<file path="config.mk">
export PLATFORM = sky130hd
export DESIGN_NAME = rv_decode_top
export DESIGN_NICKNAME = d
export VERILOG_FILES = /design/src/hdl/rv_dec_pkg.sv /design/src/hdl/rv_decode_top.sv /design/src/hdl/rv_id_ex_pipe.sv /design/src/hdl/rv_decoder.sv /design/src/hdl/rv_m_decoder.sv /design/src/hdl/rv_i_decoder.sv
export SDC_FILE = /design/constraint.sdc
export NUM_CORES = 1
export LEC_CHECK = 0
export BUFFER_PORTS_ARGS = -buffer_cell sky130_fd_sc_hd__buf_4
export CAP_MARGIN = 5
export CORE_AREA = 2 2 107 109
export CTS_CLUSTER_SIZE = 12
export DETAILED_ROUTE_END_ITERATION = 12
export DIE_AREA = 0 0 109 111
export PLACE_DENSITY = 0.88
export SETUP_SLACK_MARGIN = 0.4
export SYNTH_ARGS = -nofsm -noshare
export SYNTH_HDL_FRONTEND = slang
export SYNTH_HIERARCHICAL = 1
export SYNTH_SLANG_ARGS = --single-unit
</file>
<file path="constraint.sdc">
create_clock -name clk -period 2.1 [get_ports clk]
set_input_delay 0.21 -clock clk [delete_from_list [all_inputs] [get_ports clk]]
set_output_delay 0.21 -clock clk [all_outputs]
set_load 0.01 [all_outputs]
</file>
<file path="src/hdl/rv_dec_pkg.sv">
// Shared decode types; RV32 only, fetch word arrives expanded, no bit-manip, debug or CLIC fields
package rv_dec_pkg;

  //////////////////////////////////////////////////
  // Configuration and ISA widths
  //////////////////////////////////////////////////

  typedef enum logic {RV32I, RV32E} rv32_e;  // E variant has 16 GPRs
  typedef enum logic {M_NONE, M}    m_ext_e; // Multiply/divide present

  typedef logic [31:0] instr_t;   // Expanded instruction word
  typedef logic [31:0] pc_t;      // Program counter
  typedef logic [4:0]  rf_addr_t; // GPR index

  // Major opcodes, instr[6:0]
  localparam logic [6:0] OPCODE_LOAD     = 7'h03;
  localparam logic [6:0] OPCODE_MISC_MEM = 7'h0f;
  localparam logic [6:0] OPCODE_OP_IMM   = 7'h13;
  localparam logic [6:0] OPCODE_AUIPC    = 7'h17;
  localparam logic [6:0] OPCODE_STORE    = 7'h23;
  localparam logic [6:0] OPCODE_OP       = 7'h33;
  localparam logic [6:0] OPCODE_LUI      = 7'h37;
  localparam logic [6:0] OPCODE_BRANCH   = 7'h63;
  localparam logic [6:0] OPCODE_JALR     = 7'h67;
  localparam logic [6:0] OPCODE_JAL      = 7'h6f;
  localparam logic [6:0] OPCODE_SYSTEM   = 7'h73;

  //////////////////////////////////////////////////
  // Operator and mux select encodings
  //////////////////////////////////////////////////

  typedef enum logic [4:0] {
    ALU_ADD, ALU_SUB, ALU_XOR, ALU_OR, ALU_AND,   // Arithmetic and logic
    ALU_SLL, ALU_SRL, ALU_SRA,                    // Shifts
    ALU_SLT, ALU_SLTU,                            // Set less than
    ALU_EQ, ALU_NE, ALU_LT, ALU_GE, ALU_LTU, ALU_GEU // Branch compares
  } alu_opcode_e;

  // Low two funct3 bits map straight onto these
  typedef enum logic [1:0] {MUL_MUL, MUL_MULH, MUL_MULHSU, MUL_MULHU} mul_opcode_e;
  typedef enum logic [1:0] {DIV_DIV, DIV_DIVU, DIV_REM, DIV_REMU}    div_opcode_e;
  typedef enum logic [1:0] {CSR_OP_READ, CSR_OP_WRITE, CSR_OP_SET, CSR_OP_CLEAR} csr_opcode_e;

  typedef enum logic [1:0] {OP_A_REGFILE, OP_A_CURRPC, OP_A_IMM, OP_A_NONE} op_a_mux_e;
  typedef enum logic       {OP_B_REGFILE, OP_B_IMM}                         op_b_mux_e;
  typedef enum logic [2:0] {IMM_I, IMM_S, IMM_B, IMM_U, IMM_J}             imm_sel_e;

  //////////////////////////////////////////////////
  // Pipeline bundles
  //////////////////////////////////////////////////

  typedef struct packed {
    pc_t    pc;
    instr_t instr;
    logic   illegal_c;  // Compressed expander rejected the halfword
    logic   fetch_err;  // Bus error on fetch
  } if_id_pipe_t;

  typedef struct packed {
    logic        alu_en;
    logic        alu_bch;       // Branch, ALU does the compare
    logic        alu_jmp;       // JAL/JALR, ALU forms link
    logic        alu_jmpr;      // JALR only
    logic        mul_en;
    logic        div_en;
    logic        csr_en;
    logic        lsu_en;
    logic        rf_we;
    logic [1:0]  rf_re;         // [0] rs1, [1] rs2
    alu_opcode_e alu_operator;
    mul_opcode_e mul_operator;
    div_opcode_e div_operator;
    csr_opcode_e csr_op;
    op_a_mux_e   op_a_mux_sel;
    op_b_mux_e   op_b_mux_sel;
    imm_sel_e    imm_sel;
    logic        lsu_we;
    logic [1:0]  lsu_size;      // Byte, half, word
    logic        lsu_sext;
    logic        ecall;
    logic        ebreak;
    logic        mret;
    logic        wfi;
    logic        fence;
    logic        fencei;
    logic        illegal_insn;
  } decoder_ctrl_t;

  typedef struct packed {
    pc_t           pc;
    instr_t        instr;
    decoder_ctrl_t ctrl;
    logic          fetch_err;
  } id_ex_pipe_t;

  // No-match bundle, all enables low
  localparam decoder_ctrl_t DECODER_CTRL_ILLEGAL = '{
    alu_en: 1'b0, alu_bch: 1'b0, alu_jmp: 1'b0, alu_jmpr: 1'b0,
    mul_en: 1'b0, div_en: 1'b0, csr_en: 1'b0, lsu_en: 1'b0,
    rf_we: 1'b0, rf_re: 2'b00,
    alu_operator: ALU_ADD, mul_operator: MUL_MUL,
    div_operator: DIV_DIV, csr_op: CSR_OP_READ,
    op_a_mux_sel: OP_A_REGFILE, op_b_mux_sel: OP_B_REGFILE, imm_sel: IMM_I,
    lsu_we: 1'b0, lsu_size: 2'b00, lsu_sext: 1'b0,
    ecall: 1'b0, ebreak: 1'b0, mret: 1'b0, wfi: 1'b0, fence: 1'b0, fencei: 1'b0,
    illegal_insn: 1'b1
  };

endpackage
</file>
<file path="src/hdl/rv_decode_top.sv">
// Decode stage top; one cycle from accepted fetch word to EX, valid/ready on both sides
`timescale 1ns/100ps

module rv_decode_top import rv_dec_pkg::*;
#(
  parameter rv32_e  RV32  = RV32I, // Base ISA variant
  parameter m_ext_e M_EXT = M      // Multiply/divide present
)
(
  input  logic        clk,
  input  logic        arst_n_i,
  input  logic        if_id_valid_i,  // From fetch
  input  if_id_pipe_t if_id_pipe_i,
  output logic        if_id_ready_o,
  output logic        id_ex_valid_o,  // To execute
  output id_ex_pipe_t id_ex_pipe_o,
  input  logic        ex_ready_i
);

  decoder_ctrl_t dec_ctrl;  // Combinational decode of the waiting word

  rv_decoder #(
    .RV32  (RV32),
    .M_EXT (M_EXT)
  ) decoder_i (
    .if_id_pipe_i   (if_id_pipe_i),
    .decoder_ctrl_o (dec_ctrl)
  );

  rv_id_ex_pipe id_ex_pipe_i (
    .clk           (clk),
    .arst_n_i      (arst_n_i),
    .if_id_valid_i (if_id_valid_i),
    .if_id_pipe_i  (if_id_pipe_i),
    .dec_ctrl_i    (dec_ctrl),
    .if_id_ready_o (if_id_ready_o),
    .ex_ready_i    (ex_ready_i),
    .id_ex_valid_o (id_ex_valid_o),
    .id_ex_pipe_o  (id_ex_pipe_o)
  );

endmodule

</file>
<file path="src/hdl/rv_id_ex_pipe.sv">
// ID/EX register; single entry, accepts a new word in the same cycle EX takes the old one
`timescale 1ns/100ps

module rv_id_ex_pipe import rv_dec_pkg::*;
(
  input  logic          clk,
  input  logic          arst_n_i,
  input  logic          if_id_valid_i,  // Fetch word valid
  input  if_id_pipe_t   if_id_pipe_i,
  input  decoder_ctrl_t dec_ctrl_i,     // Decoded bundle for if_id_pipe_i
  output logic          if_id_ready_o,
  input  logic          ex_ready_i,     // EX takes the current item
  output logic          id_ex_valid_o,
  output id_ex_pipe_t   id_ex_pipe_o
);

  logic        id_ex_valid_q;
  id_ex_pipe_t id_ex_pipe_q;
  logic        accept;

  // Free slot, or slot drains this cycle
  assign if_id_ready_o = !id_ex_valid_q || ex_ready_i;
  assign accept        = if_id_valid_i && if_id_ready_o;

  //////////////////////////////////////////////////
  // Valid flag
  //////////////////////////////////////////////////
  always_ff @(posedge clk, negedge arst_n_i) begin
    if (!arst_n_i) begin
      id_ex_valid_q <= 1'b0;
    end else if (if_id_ready_o) begin
      id_ex_valid_q <= if_id_valid_i;  // Refill, or empty when nothing arrives
    end
  end

  // Payload only moves on an accepted transfer
  always_ff @(posedge clk) begin
    if (accept) begin
      id_ex_pipe_q.pc        <= if_id_pipe_i.pc;
      id_ex_pipe_q.instr     <= if_id_pipe_i.instr;
      id_ex_pipe_q.ctrl      <= dec_ctrl_i;
      id_ex_pipe_q.fetch_err <= if_id_pipe_i.fetch_err;
    end
  end

  assign id_ex_valid_o = id_ex_valid_q;
  assign id_ex_pipe_o  = id_ex_pipe_q;

  // Fetch keeps its word steady until ID takes it
  a_fetch_hold : assert property (
    @(posedge clk) disable iff (!arst_n_i)
    (if_id_valid_i && !if_id_ready_o) |=> (if_id_valid_i && $stable(if_id_pipe_i))
  ) else $error("Fetch word changed before ID took it");

endmodule

</file>
<file path="src/hdl/rv_decoder.sv">
// Merging decoder; RV32E limits GPR indices to 15, fetch_err leaves only the error for EX to trap on
`timescale 1ns/100ps

module rv_decoder import rv_dec_pkg::*;
#(
  parameter rv32_e  RV32  = RV32I, // Base ISA variant
  parameter m_ext_e M_EXT = M      // Multiply/divide present
)
(
  input  if_id_pipe_t   if_id_pipe_i,   // Word from fetch
  output decoder_ctrl_t decoder_ctrl_o  // Merged bundle
);

  decoder_ctrl_t dec_i_raw, dec_m_raw;   // Straight from sub-decoders
  decoder_ctrl_t dec_i_ctrl, dec_m_ctrl; // After register and illegal_c checks
  decoder_ctrl_t dec_mux;
  rf_addr_t      rs1_addr, rs2_addr, rd_addr;
  logic [2:0]    bad_idx;                // {rd, rs2, rs1} out of RV32E range

  assign rs1_addr = if_id_pipe_i.instr[19:15];
  assign rs2_addr = if_id_pipe_i.instr[24:20];
  assign rd_addr  = if_id_pipe_i.instr[11:7];
  assign bad_idx  = (RV32 == RV32E) ? {rd_addr[4], rs2_addr[4], rs1_addr[4]} : 3'b000;

  // Only register fields the format really uses count
  function automatic decoder_ctrl_t check_ctrl(decoder_ctrl_t ctrl, logic [2:0] bad,
                                               logic illegal_c);
    logic bad_reg;
    bad_reg = (ctrl.rf_re[0] && bad[0]) || (ctrl.rf_re[1] && bad[1]) || (ctrl.rf_we && bad[2]);
    return (bad_reg || illegal_c) ? DECODER_CTRL_ILLEGAL : ctrl;
  endfunction

  rv_i_decoder i_decoder_i (
    .instr_i        (if_id_pipe_i.instr),
    .decoder_ctrl_o (dec_i_raw)
  );

  generate
    if (M_EXT == M) begin : gen_m_decoder
      rv_m_decoder m_decoder_i (
        .instr_i        (if_id_pipe_i.instr),
        .decoder_ctrl_o (dec_m_raw)
      );
    end else begin : gen_no_m_decoder
      assign dec_m_raw = DECODER_CTRL_ILLEGAL; // Never matches
    end
  endgenerate

  assign dec_i_ctrl = check_ctrl(dec_i_raw, bad_idx, if_id_pipe_i.illegal_c);
  assign dec_m_ctrl = check_ctrl(dec_m_raw, bad_idx, if_id_pipe_i.illegal_c);

  // M first, then base, else nothing matched
  always_comb begin
    if (!dec_m_ctrl.illegal_insn)      dec_mux = dec_m_ctrl;
    else if (!dec_i_ctrl.illegal_insn) dec_mux = dec_i_ctrl;
    else                               dec_mux = DECODER_CTRL_ILLEGAL;
  end

  //////////////////////////////////////////////////
  // Fetch error suppression
  //////////////////////////////////////////////////
  always_comb begin
    decoder_ctrl_o = dec_mux;
    if (if_id_pipe_i.fetch_err) begin  // Word is garbage, drop all side effects
      decoder_ctrl_o.alu_en       = 1'b0;
      decoder_ctrl_o.alu_bch      = 1'b0;
      decoder_ctrl_o.alu_jmp      = 1'b0;
      decoder_ctrl_o.alu_jmpr     = 1'b0;
      decoder_ctrl_o.mul_en       = 1'b0;
      decoder_ctrl_o.div_en       = 1'b0;
      decoder_ctrl_o.csr_en       = 1'b0;
      decoder_ctrl_o.lsu_en       = 1'b0;
      decoder_ctrl_o.rf_we        = 1'b0;
      decoder_ctrl_o.ecall        = 1'b0;
      decoder_ctrl_o.ebreak       = 1'b0;
      decoder_ctrl_o.mret         = 1'b0;
      decoder_ctrl_o.wfi          = 1'b0;
      decoder_ctrl_o.fence        = 1'b0;
      decoder_ctrl_o.fencei       = 1'b0;
      decoder_ctrl_o.illegal_insn = 1'b0; // Fetch error takes precedence
    end
  end

  // Encoding spaces of the two sub-decoders must not overlap
  always_comb begin
    assert final (dec_i_ctrl.illegal_insn || dec_m_ctrl.illegal_insn)
      else $error("I and M decoders both matched");
  end

endmodule

</file>
<file path="src/hdl/rv_m_decoder.sv">
// RV32M decoder; only matches OP with funct7 = 1, everything else is the illegal bundle
`timescale 1ns/100ps

module rv_m_decoder import rv_dec_pkg::*;
(
  input  instr_t        instr_i,        // Expanded instruction word
  output decoder_ctrl_t decoder_ctrl_o  // Mul/div bundle or illegal
);

  logic [2:0] funct3;
  logic       m_match;

  assign funct3  = instr_i[14:12];
  assign m_match = (instr_i[6:0] == OPCODE_OP) && (instr_i[31:25] == 7'b000_0001);

  always_comb begin
    decoder_ctrl_o = DECODER_CTRL_ILLEGAL;
    if (m_match) begin
      decoder_ctrl_o.illegal_insn = 1'b0;
      decoder_ctrl_o.rf_re        = 2'b11;      // Both sources
      decoder_ctrl_o.rf_we        = 1'b1;
      if (funct3[2]) begin                      // DIV/DIVU/REM/REMU
        decoder_ctrl_o.div_en       = 1'b1;
        decoder_ctrl_o.div_operator = div_opcode_e'(funct3[1:0]);
      end else begin                            // MUL/MULH/MULHSU/MULHU
        decoder_ctrl_o.mul_en       = 1'b1;
        decoder_ctrl_o.mul_operator = mul_opcode_e'(funct3[1:0]);
      end
    end
  end

endmodule

</file>
<file path="src/hdl/rv_i_decoder.sv">
// RV32I base decoder; no privilege checks, M-extension words (funct7 = 1) come out illegal
`timescale 1ns/100ps

module rv_i_decoder import rv_dec_pkg::*;
(
  input  instr_t        instr_i,        // Expanded instruction word
  output decoder_ctrl_t decoder_ctrl_o  // Control bundle, illegal_insn on no match
);

  logic [6:0] opcode;
  logic [2:0] funct3;
  logic [6:0] funct7;
  rf_addr_t   rs1;

  assign opcode = instr_i[6:0];
  assign funct3 = instr_i[14:12];
  assign funct7 = instr_i[31:25];
  assign rs1    = instr_i[19:15];

  always_comb begin
    decoder_ctrl_o              = DECODER_CTRL_ILLEGAL;
    decoder_ctrl_o.illegal_insn = 1'b0; // Assume a match, restored below on bad encodings

    case (opcode)
      //////////////////////////////////////////////////
      // Jumps and branches
      //////////////////////////////////////////////////
      OPCODE_JAL: begin
        decoder_ctrl_o.alu_en       = 1'b1;
        decoder_ctrl_o.alu_jmp      = 1'b1;
        decoder_ctrl_o.rf_we        = 1'b1;         // Link, x0 writes dropped by RF
        decoder_ctrl_o.op_a_mux_sel = OP_A_CURRPC;
        decoder_ctrl_o.op_b_mux_sel = OP_B_IMM;
        decoder_ctrl_o.imm_sel      = IMM_J;
      end
      OPCODE_JALR: begin
        decoder_ctrl_o.alu_en       = 1'b1;
        decoder_ctrl_o.alu_jmp      = 1'b1;
        decoder_ctrl_o.alu_jmpr     = 1'b1;
        decoder_ctrl_o.rf_we        = 1'b1;
        decoder_ctrl_o.rf_re        = 2'b01;        // Base from rs1
        decoder_ctrl_o.op_b_mux_sel = OP_B_IMM;
        if (funct3 != 3'b000) decoder_ctrl_o = DECODER_CTRL_ILLEGAL;
      end
      OPCODE_BRANCH: begin
        decoder_ctrl_o.alu_en  = 1'b1;
        decoder_ctrl_o.alu_bch = 1'b1;
        decoder_ctrl_o.rf_re   = 2'b11;             // Compare rs1 with rs2
        decoder_ctrl_o.imm_sel = IMM_B;             // Target offset
        case (funct3)
          3'b000:  decoder_ctrl_o.alu_operator = ALU_EQ;
          3'b001:  decoder_ctrl_o.alu_operator = ALU_NE;
          3'b100:  decoder_ctrl_o.alu_operator = ALU_LT;
          3'b101:  decoder_ctrl_o.alu_operator = ALU_GE;
          3'b110:  decoder_ctrl_o.alu_operator = ALU_LTU;
          3'b111:  decoder_ctrl_o.alu_operator = ALU_GEU;
          default: decoder_ctrl_o = DECODER_CTRL_ILLEGAL;
        endcase
      end
      //////////////////////////////////////////////////
      // Loads and stores
      //////////////////////////////////////////////////
      OPCODE_LOAD: begin
        decoder_ctrl_o.lsu_en       = 1'b1;
        decoder_ctrl_o.rf_we        = 1'b1;
        decoder_ctrl_o.rf_re        = 2'b01;
        decoder_ctrl_o.op_b_mux_sel = OP_B_IMM;
        decoder_ctrl_o.lsu_size     = funct3[1:0];
        decoder_ctrl_o.lsu_sext     = !funct3[2];   // LBU/LHU zero extend
        if (funct3[1:0] == 2'b11 || funct3 == 3'b110) decoder_ctrl_o = DECODER_CTRL_ILLEGAL;
      end
      OPCODE_STORE: begin
        decoder_ctrl_o.lsu_en       = 1'b1;
        decoder_ctrl_o.lsu_we       = 1'b1;
        decoder_ctrl_o.rf_re        = 2'b11;        // Address base and store data
        decoder_ctrl_o.op_b_mux_sel = OP_B_IMM;
        decoder_ctrl_o.imm_sel      = IMM_S;
        decoder_ctrl_o.lsu_size     = funct3[1:0];
        if (funct3[2] || funct3[1:0] == 2'b11) decoder_ctrl_o = DECODER_CTRL_ILLEGAL;
      end
      //////////////////////////////////////////////////
      // Integer ALU
      //////////////////////////////////////////////////
      OPCODE_OP_IMM: begin
        decoder_ctrl_o.alu_en       = 1'b1;
        decoder_ctrl_o.rf_we        = 1'b1;
        decoder_ctrl_o.rf_re        = 2'b01;
        decoder_ctrl_o.op_b_mux_sel = OP_B_IMM;
        case (funct3)
          3'b000: decoder_ctrl_o.alu_operator = ALU_ADD;
          3'b010: decoder_ctrl_o.alu_operator = ALU_SLT;
          3'b011: decoder_ctrl_o.alu_operator = ALU_SLTU;
          3'b100: decoder_ctrl_o.alu_operator = ALU_XOR;
          3'b110: decoder_ctrl_o.alu_operator = ALU_OR;
          3'b111: decoder_ctrl_o.alu_operator = ALU_AND;
          3'b001: begin
            decoder_ctrl_o.alu_operator = ALU_SLL;
            if (funct7 != 7'b0) decoder_ctrl_o = DECODER_CTRL_ILLEGAL;
          end
          default: begin // 3'b101, bit 30 picks arithmetic shift
            decoder_ctrl_o.alu_operator = funct7[5] ? ALU_SRA : ALU_SRL;
            if ({funct7[6], funct7[4:0]} != 6'b0) decoder_ctrl_o = DECODER_CTRL_ILLEGAL;
          end
        endcase
      end
      OPCODE_OP: begin
        decoder_ctrl_o.alu_en = 1'b1;
        decoder_ctrl_o.rf_we  = 1'b1;
        decoder_ctrl_o.rf_re  = 2'b11;
        case ({funct7[5], funct3})
          4'b0_000: decoder_ctrl_o.alu_operator = ALU_ADD;
          4'b1_000: decoder_ctrl_o.alu_operator = ALU_SUB;
          4'b0_001: decoder_ctrl_o.alu_operator = ALU_SLL;
          4'b0_010: decoder_ctrl_o.alu_operator = ALU_SLT;
          4'b0_011: decoder_ctrl_o.alu_operator = ALU_SLTU;
          4'b0_100: decoder_ctrl_o.alu_operator = ALU_XOR;
          4'b0_101: decoder_ctrl_o.alu_operator = ALU_SRL;
          4'b1_101: decoder_ctrl_o.alu_operator = ALU_SRA;
          4'b0_110: decoder_ctrl_o.alu_operator = ALU_OR;
          4'b0_111: decoder_ctrl_o.alu_operator = ALU_AND;
          default:  decoder_ctrl_o = DECODER_CTRL_ILLEGAL;
        endcase
        // Other funct7 values belong to the M decoder
        if ({funct7[6], funct7[4:0]} != 6'b0) decoder_ctrl_o = DECODER_CTRL_ILLEGAL;
      end
      OPCODE_LUI, OPCODE_AUIPC: begin
        decoder_ctrl_o.alu_en       = 1'b1;
        decoder_ctrl_o.rf_we        = 1'b1;
        decoder_ctrl_o.op_a_mux_sel = (opcode == OPCODE_LUI) ? OP_A_NONE : OP_A_CURRPC;
        decoder_ctrl_o.op_b_mux_sel = OP_B_IMM;
        decoder_ctrl_o.imm_sel      = IMM_U;
      end
      //////////////////////////////////////////////////
      // Fences, system and CSR
      //////////////////////////////////////////////////
      OPCODE_MISC_MEM: begin
        case (funct3)
          3'b000:  decoder_ctrl_o.fence  = 1'b1;
          3'b001:  decoder_ctrl_o.fencei = 1'b1;
          default: decoder_ctrl_o = DECODER_CTRL_ILLEGAL;
        endcase
      end
      OPCODE_SYSTEM: begin
        if (funct3 == 3'b000) begin
          case (instr_i[31:20])
            12'h000: decoder_ctrl_o.ecall  = 1'b1;
            12'h001: decoder_ctrl_o.ebreak = 1'b1;
            12'h302: decoder_ctrl_o.mret   = 1'b1;
            12'h105: decoder_ctrl_o.wfi    = 1'b1;
            default: decoder_ctrl_o = DECODER_CTRL_ILLEGAL;
          endcase
          if ({rs1, instr_i[11:7]} != 10'b0) decoder_ctrl_o = DECODER_CTRL_ILLEGAL;
        end else begin
          decoder_ctrl_o.csr_en       = 1'b1;
          decoder_ctrl_o.rf_we        = 1'b1;       // Old CSR value to rd
          decoder_ctrl_o.rf_re        = {1'b0, !funct3[2]}; // Immediate forms skip rs1
          decoder_ctrl_o.op_a_mux_sel = funct3[2] ? OP_A_IMM : OP_A_REGFILE;
          decoder_ctrl_o.csr_op       = csr_opcode_e'(funct3[1:0]);
          if (funct3[1] && rs1 == 5'd0) decoder_ctrl_o.csr_op = CSR_OP_READ; // Set/clear nothing
          if (funct3[1:0] == 2'b00) decoder_ctrl_o = DECODER_CTRL_ILLEGAL;
        end
      end
      default: decoder_ctrl_o = DECODER_CTRL_ILLEGAL;
    endcase
  end

endmodule

</file>
# Yosys cells after proc, flatten, opt, wreduce, memory -nomap -nowiden
# Cells that the tools add are included.
# totals
reg_bits,105
input_bits,70
output_inout_bits,106
word_cells,139
# op_classes
n_eq_ne,32
mux,50
bitwise_logic,1
reduce_logical,25
# op_table
operator,n
39-bit two-way mux,8
11-bit case mux with 9 select lines,1
13-bit case mux with 7 select lines,1
5-bit case mux with 7 select lines,2
32-bit two-way mux,2
6-bit case mux with 9 select lines,1
23-bit case mux with 2 select lines,1
4-bit case mux with 9 select lines,1
35-bit two-way mux,1
33-bit two-way mux,1
"7-bit == test, second input constant",4
1-bit case mux with 8 select lines,3
4-bit case mux with 6 select lines,1
11-bit two-way mux,2
11-bit case mux with 2 select lines,1
"7-bit by 6-bit == test with 1-bit output, second input constant",3
"4-bit by 3-bit == test with 1-bit output, second input constant",4
"7-bit by 5-bit == test with 1-bit output, second input constant",2
1-bit two-way mux,13
13-bit two-way mux,1
"12-bit by 1-bit == test with 1-bit output, second input constant",1
"12-bit by 10-bit == test with 1-bit output, second input constant",1
"12-bit by 9-bit == test with 1-bit output, second input constant",1
"3-bit == test, second input constant",4
32 further kinds,48

# Logic depth before layout (Yosys ltp)
# Gate-level depths: netlist of run 1.
# logic_depth
word_depth,9
mapped_depth,12
mapped_depth_nobuf,9

# By module
# The synthesis of run 1 kept the hierarchy.
# by_module_without_submodules
mod,instances,cells_each,area_per_inst_um2
rv_id_ex_pipe,1,108,3176.8
rv_i_decoder,1,169,1024.7
rv_decoder,1,134,868.3
rv_m_decoder,1,53,392.9

# Worst setup path after synthesis of run 1
# Ideal clock, no wire load.
# synth_timing
path_kind,input-to-reg
startpoint,input port if_id_pipe_i[27] (netlist name)
endpoint,"register id_ex_pipe_i.id_ex_pipe_q (netlist bit id_ex_pipe_i/id_ex_pipe_o[5]), data pin"
setup_time_ps,140
arrival_time_ps,2209
path_slack_ps,-249
path_stages,9
path_buffers,2
path_cell_list,or4_4 -> or3_4 -> and3_4 -> o31ai_2 -> nand4_1 -> clkbuf_1 -> buf_2 -> nand3b_1 -> a21oi_2
# synth_rtl
element,line,source
from (decl),rv_decode_top.sv:13,"input if_id_pipe_t if_id_pipe_i,"
to (decl),rv_id_ex_pipe.sv:18,id_ex_pipe_t id_ex_pipe_q;

==> summary.md, run 1 <==
| Metric | Value |
|---|---|
| Maximum clock rate | 476 MHz |
| Hold Slack | 0.0290 ns |
| GRT overflow | 0 |
| Final Cell Area | 7790 um2 |
| Post-Place Cell Area | 7100 um2 |
| Post-synth EDFFs | 104 |
| Vias in the first global route | 4475 |
| Area share of the largest cell type after synthesis | 0.572 |
| Most Used Layer, Global Route | met2 |
| WL final | 16000 um |
| Final setup viols | 1 |
| Net count, final | 763 |
| Slew HR | 0.469 |
| Max-cap violation count | 0 |
| Final period utilization | 1.00 |
| Global-route wire length before repair | 24400 um |
| Synth Register Bits | 105 |
| Critical path's top delay family | simple AND/OR/NAND/NOR gates |
| WP data arrival | 2.30 ns |
| Grt met2 use | 0.458 |
| Depth of the CTS H-tree | 3 |
| Largest net degree at the start of global routing | 67 |
| CP required | 2.30 ns |
| Port Buffers | 175 |
| CP endpoint kind | register |
| Net Switching | 1.17 mW |
| CP most frequent cell | buf_6 |
| Clk pwr share | 0.355 |
| Power Density | 615 nW/um2 |
| Die width | 109 um |
| RSZ-0062 raised after global routing | yes |
| Final hold violation count | 0 |
| Final Power | 4.79 mW |
| Most common cell after layout, fill and taps aside | buf_4 |
| Sw Ratio | 0.244 |
| Site Rows | 39 |
| Layout area overhead | 42.7% |
| Critical path startpoint category | primary input |
| Cell-internal power | 3.62 mW |
| Crit path max fanout | 6 |
| Synth Instances | 464 |
| Cell chain of the critical path | buf_6, or4_4, or3_4, and3_4, o31ai_4, nand4_1, buf_6, buf_6, nand3b_1, a21oi_2 |
| Initial drt markers | 384 |
| Clk Latency, worst-skew pair | 0.35 ns |
| Via count | 4487 |
| Max Slew Vio Count | 0 |
| Comb power frac | 0.134 |
| Root buf cell | clkbuf_16 |
| Top area cells in the synthesized netlist | edfxtp_1, buf_4, nand3b_1 |
| Post-synthesis sequential area ratio | 0.576 |
| YS warnings | 6 |
| Tot GR Track Use | 0.267 |
| Core ar. | 11100 um2 |
| DRC | 0 |
| Critical Path Slowest Stage Cell | or4_4 |
| Maximum vdd drop | 0.406 mV |
| Utilization after layout | 0.704 |
| Synth cell types | 61 |
| Yosys top cell by area | edfxtp_1 |
| Initial Utilization | 0.493 |
| Crit Path Category | primary input to register |
| Ys async rst share | 0.00952 |
| Global Route met3 Usage | 0.0441 |
| Leak Pwr | 3.21 nW |
| Die ar. | 12100 um2 |
| Buf/Inv on CP | 3 |
| HP Class | primary input to register |
| Skew final | 0.00855 ns |
| N_diodes | 0 |
| Global-route met1 utilization | 0.344 |
| CP peak stage delay | 0.53 ns |
| Worst-Margin Slew | 0.796 ns |
| Drt first pass iters | 7 |
| CTS sink cnt | 105 |
| Commonest non-fill, non-tap cells in the layout | buf_4, edfxtp_1, nand3b_1, conb_1, nand2b_1 |
| Cells after DPL | 803 |
| Die height | 111 um |
| Synth Cell Area | 5460 um2 |
| HPWL Detailed | 11200 um |
| Non-Filler Instances | 837 |
| Layout cell share with drive strength beyond 1 | 0.441 |
| IO Pins | 176 |
| Mean post-synth cell area | 11.8 um2 |
| Via/cell ratio | 5.36 |
| Ys flop type | edfxtp_1 |
| TritonCTS Buffers | 9 |
| Antenna-violating nets left | 0 |
| Initial antenna violation count | 0 |
| Clk slew on worst S/H paths | 0.07 ns |
| CTS tree | built |
| Min Tclk post-route | 2.10 ns |
| Status | complete, but fails checks |
| Sequential share of power | 0.511 |
| CTS max path bufs | 2 |
| Final WS setup | -0.000152 ns |
| Failing checks | setup timing |
| DR WL/cell | 19.1 um |
| Final Wtd Congestion | 0.932 |
power by group through the flow:
stage,logic (mW),clock network (mW),registers [mW]
CTS,0.634,1.71,2.45
detailed placement,0.614,0,2.50
finish,0.642,1.70,2.45
global placement,0.602,0,2.49
floorplan,0.230,0,2.55
global route,0.689,1.80,2.46
flip-flops by register name (all words and copies together), names as in the netlist:
register,count
id_ex_pipe_i/id_ex_pipe_o,104
id_ex_pipe_i/id_ex_valid_o,1
layer usage:
layer	share of wire	wire length, um
met2	0.51	8190
met1	0.40	6480
met5	0	0
met3	0.067	1070
met4	0.016	264
timing repair:
action                                  in CTS  in global routing
setup buffers                                7                  2
gates cloned                                 8                  0
pin swaps                                   20                  7
gates resized for setup                     22                 10
endpoints found under the setup margin      38                 38
hold buffers                                 1                  0
hold endpoints to repair                     1                  0
Yosys cell counts (all sizes together) (2+ instances only):
cell,instances
edfxtp,104
buf,52
a21oi,51
nand2b,41
nand3b,40
nand2,21
nor2,18
clkbuf,16
o21ai,10
nor3,9
nor4,9
inv,8
nand4,6
nand3,5
or2,5
or3,5
and4,4
ha,4
o31ai,4
or4,4
a31oi,3
and2,3
and3,3
and3b,3
nor2b,3
or4b,3
a211oi,2
a21o,2
conb,2
nand4b,2
nor4bb,2
o211ai,2
o22ai,2
or4bb,2
cell families after synthesis:
logic type	share of synthesized area
AOI/OAI and AO/OA	0.0951
xor gates and xnor gates	0.00160
adders and majority gates	0.00916
buffers and inverters	0.0868
DFF	0.576
muxes	0.00595
other	0.00137
and+or+nand+nor	0.224
stage by stage:
stage | setup slack, ns | TNS, ns
final | -0.000152 | -0.000152
after global routing | -0.113 | -1.81
after CTS | 0.0437 | 0
after detailed placement | -0.418 | -11.54
after global placement | -0.315 | -9.65
after floorplan | -0.209 | -4.25
final timing paths:
path,from,endpoint,slack [ns],cells past startpoint
worst max-delay path,if_id_pipe_i[27],id_ex_pipe_i/id_ex_pipe_o[36]$_DFFE_PP_,-0.0002,10
worst min-delay path,if_id_pipe_i[58],id_ex_pipe_i/id_ex_pipe_o[96]$_DFFE_PP_,0.03,1
worst max register to register,id_ex_pipe_i/id_ex_valid_o$_DFFE_PN0P_,id_ex_pipe_i/id_ex_pipe_o[20]$_DFFE_PP_,0.60,3
worst min register to register,id_ex_pipe_i/id_ex_valid_o$_DFFE_PN0P_,id_ex_pipe_i/id_ex_valid_o$_DFFE_PN0P_,0.58,2
max in group asynchronous,arst_n_i,id_ex_pipe_i/id_ex_valid_o$_DFFE_PN0P_,1.85,2
min in group asynchronous,arst_n_i,id_ex_pipe_i/id_ex_valid_o$_DFFE_PN0P_,0.17,2
layout make-up:
cell class | instances | area [um2]
clock inverters | 5 | 45.0
inverters | 8 | 30.0
repair buffers | 248 | 2070
flip-flops and latches | 105 | 3150
clock buffers | 11 | 253
well taps | 143 | 179
multi-input cells | 317 | 2070
fillers | 781 | 3280
Power figures use the tool's default switching activity.
==> inputs of run 2 (changes only) <==
--- a/config.mk
+++ b/config.mk
@@ -5,6 +5,7 @@
 export SDC_FILE = /design/constraint.sdc
 export NUM_CORES = 1
 export LEC_CHECK = 0
+export ABC_AREA = 1
 export BUFFER_PORTS_ARGS = -buffer_cell sky130_fd_sc_hd__buf_4
 export CAP_MARGIN = 5
 export CORE_AREA = 2 2 107 109
==> summary.md, run 2 <==
| Metric | Value |
|---|---|
| Status | finished clean |
| N_diodes | 0 (unchanged) |
| GRT overflow | 0 (unchanged) |
| Die height | 111 um (unchanged) |
| Top area cells in the synthesized netlist | edfxtp_1, nand2_1, buf_4 |
| Global-route wire length before repair | 20900 um (-14%) |
| HP Class | primary input to register |
| Reg2Reg Depth | 2 (-1) |
| Yosys top cell by area | edfxtp_1 |
| Commonest non-fill, non-tap cells in the layout | buf_4, nand2_1, edfxtp_1, nor2_1, inv_1 |
| Clk slew on worst S/H paths | 0.07 ns (about the same) |
| Maximum vdd drop | 0.407 mV (+0.23%) |
| Layout area overhead | 37.2% |
| Clk Latency, worst-skew pair | 0.35 ns (about the same) |
| Net count, final | 842 (+10%) |
| Synth cell types | 33 (-46%) |
| Ys async rst share | 0.00952 (unchanged) |
| Ys flop type | edfxtp_1 |
| Initial Utilization | 0.493 (-0.000565) |
| WP data arrival | 1.76 ns (-0.54 ns) |
| CP required | 2.21 ns (-0.09 ns) |
| Utilization after layout | 0.676 (-0.0279) |
| Final Wtd Congestion | 1.00 (+7.7%) |
| Hold Slack | 0.0353 ns (+0.00624 ns) |
| Via count | 4536 (+1.1%) |
| Final setup viols | 0 (-1) |
| Site Rows | 39 (unchanged) |
| Worst r2r src | id_ex_pipe_i/id_ex_valid_o$_DFFE_PN0P_ |
| Critical Path Slowest Stage Cell | ha_4 |
| Crit Path Category | primary input to register |
| CTS sink cnt | 105 (unchanged) |
| Synth Register Bits | 105 (unchanged) |
| Leak Pwr | 3.40 nW (+6.0%) |
| Antenna-violating nets left | 0 (unchanged) |
| CP endpoint kind | register |
| Core ar. | 11100 um2 (unchanged) |
| Mean post-synth cell area | 9.56 um2 (-19%) |
| Crit path max fanout | 13 (+7) |
| Initial drt markers | 407 (+6.0%) |
| Vias in the first global route | 4138 (-7.5%) |
| Critical path startpoint category | primary input |
| Die ar. | 12100 um2 (unchanged) |
| RSZ-0062 raised after global routing | no |
| DR WL/cell | 16.0 um (-16%) |
| CTS tree | built |
| Cells after DPL | 889 (+11%) |
| WL final | 14700 um (-8.4%) |
| Initial antenna violation count | 0 (unchanged) |
| Tot GR Track Use | 0.228 (-0.0395) |
| IO Pins | 176 (unchanged) |
| Final Power | 4.91 mW (+2.4%) |
| Power Density | 656 nW/um2 (+6.7%) |
| Fillers | 844 (+8.1%) |
| Reg-to-reg critical path endpoint | id_ex_pipe_i/id_ex_pipe_o[50]$_DFFE_PP_ |
| Maximum clock rate | 603 MHz (+27%) |
| Cell chain of the critical path | buf_6, ha_4, inv_1, nand2_1, nor2_2, nand2_1, nand2_1, nand2_1, nand2_1, nor2_1, nand2_1, nor2_4, buf_12, buf_6, a21oi_1, nor2_1 |
| Synth Cell Area | 5460 um2 (-0.11%) |
| Most common library cells after synthesis | nand2_1, edfxtp_1, nor2_1 |
| Synth Instances | 571 (+23%) |
| Post-synth EDFFs | 104 (unchanged) |
| Via/cell ratio | 4.95 (-7.6%) |
| Final period utilization | 0.790 (-0.210) |
| Layout cell share with drive strength beyond 1 | 0.370 (-0.0709) |
| Most common cell after layout, fill and taps aside | buf_4 |
| Final hold violation count | 0 (unchanged) |
| Min Tclk post-route | 1.66 ns (-0.441 ns) |
| Port Buffers | 175 (unchanged) |
| Post-synthesis sequential area ratio | 0.577 (+0.000661) |
| Reg2reg setup slack | 0.69 ns (+0.09 ns) |
| DRC | 0 (unchanged) |
| Crit. path cell count | 16 (+6) |
| Critical path's top delay family | simple AND/OR/NAND/NOR gates |
| Buf/Inv on CP | 4 (+1) |
| Area share of the largest cell type after synthesis | 0.572 (+0.000655) |
| Max Slew Vio Count | 0 (unchanged) |
| Max-cap violation count | 0 (unchanged) |
| YS warnings | 6 (unchanged) |
| CP peak stage delay | 0.18 ns (-0.35 ns) |
| Worst setup path end | id_ex_pipe_i/id_ex_pipe_o[2]$_DFFE_PP_ |
| CP most frequent cell | nand2_1 |
| Most frequent cell after synthesis | nand2_1 |
| Largest net degree at the start of global routing | 68 (+1.5%) |
| Worst Setup SP | if_id_pipe_i[15] |
| Non-Filler Instances | 916 (+9.4%) |
| HPWL Detailed | 10200 um (-9.2%) |
| Drt first pass iters | 5 (-2) |
| Depth of the CTS H-tree | 3 (unchanged) |
| Max reg flops | 104 (unchanged) |
| CTS max path bufs | 2 (unchanged) |
| Root buf cell | clkbuf_16 |
| Die width | 109 um (unchanged) |
| TritonCTS Buffers | 9 (unchanged) |
| Skew final | 0.00485 ns (-0.00370 ns) |
[run 2: layer usage]
layer / vias to the layer above / share of wire / global-route usage
met3: 41 / 0.081 / 0.0441
met2: 212 / 0.51 / 0.398
met1: 2102 / 0.38 / 0.264
met5: - / 0 / 0
met4: 0 / 0.029 / 0.108
li1: 2181 / - / -
[run 2: final cells by class]
type                    count  area (um2)  area share
clock buffers              11         243      0.0324
clock inverters             5        85.1      0.0114
inverters                  62         240      0.0321
multi-input cells         384        1910       0.255
flip-flops and latches    105        3150       0.421
well taps                 143         179      0.0239
repair buffers            206        1680       0.225
[run 2: cell families (layout without fill, tap and decap cells)]
family	Yosys count	after routing	synth area share
other cells	2	36	0.00138
fa+ha+maj	4	4	0.00917
buf+inv	116	284	0.117
flops	105	105	0.577
compound gates	36	36	0.0358
simple gates	308	308	0.260
[run 2: worst min path at each step]
stage,startpoint,end,slack (ns),depth (start not counted)
2_1_floorplan,arst_n_i,id_ex_pipe_i/id_ex_valid_o$_DFFE_PN0P_,-0.09,0
3_3_place_gp,arst_n_i,id_ex_pipe_i/id_ex_valid_o$_DFFE_PN0P_,-0.01,1
3_5_place_dp,arst_n_i,id_ex_pipe_i/id_ex_valid_o$_DFFE_PN0P_,-0.01,1
4_1_cts,if_id_pipe_i[64],id_ex_pipe_i/id_ex_pipe_o[102]$_DFFE_PP_,0.03,1
5_1_grt,if_id_pipe_i[39],id_ex_pipe_i/id_ex_pipe_o[77]$_DFFE_PP_,0.03,1
6_report,if_id_pipe_i[64],id_ex_pipe_i/id_ex_pipe_o[102]$_DFFE_PP_,0.04,1
[run 2: where the power goes]
part           total, mW  internal, mW  switching [mW]
clock network       1.84          1.09           0.751
registers           2.46          2.42          0.0336
logic              0.616         0.281           0.336
[run 2: worst reg2reg max path, stage by stage, from the launching register on]
cell and delay [ns]:
dfrtp_2 0.44, a21oi_4 0.19, buf_4 0.42
[run 2: through the flow]
| step | cell area [um2] | TNS (ns) | setup slack (ns) |
|---|---|---|---|
| 3_5_place_dp | 6870 | 0 | 0.0827 |
| 3_3_place_gp | 6870 | 0 | 0.139 |
| 5_1_grt | 7480 | 0 | 0.348 |
| 2_1_floorplan | 5600 | -52.71 | -0.507 |
| 6_report | 7480 | 0 | 0.441 |
| 4_1_cts | 7210 | 0 | 0.453 |
[run 2: what timing repair did]
action,CTS,global route
resized for setup,0,33
hold buffers,1,0
endpoints found under the hold margin,1,0
buffers inserted,0,4
setup endpoints to repair,0,32
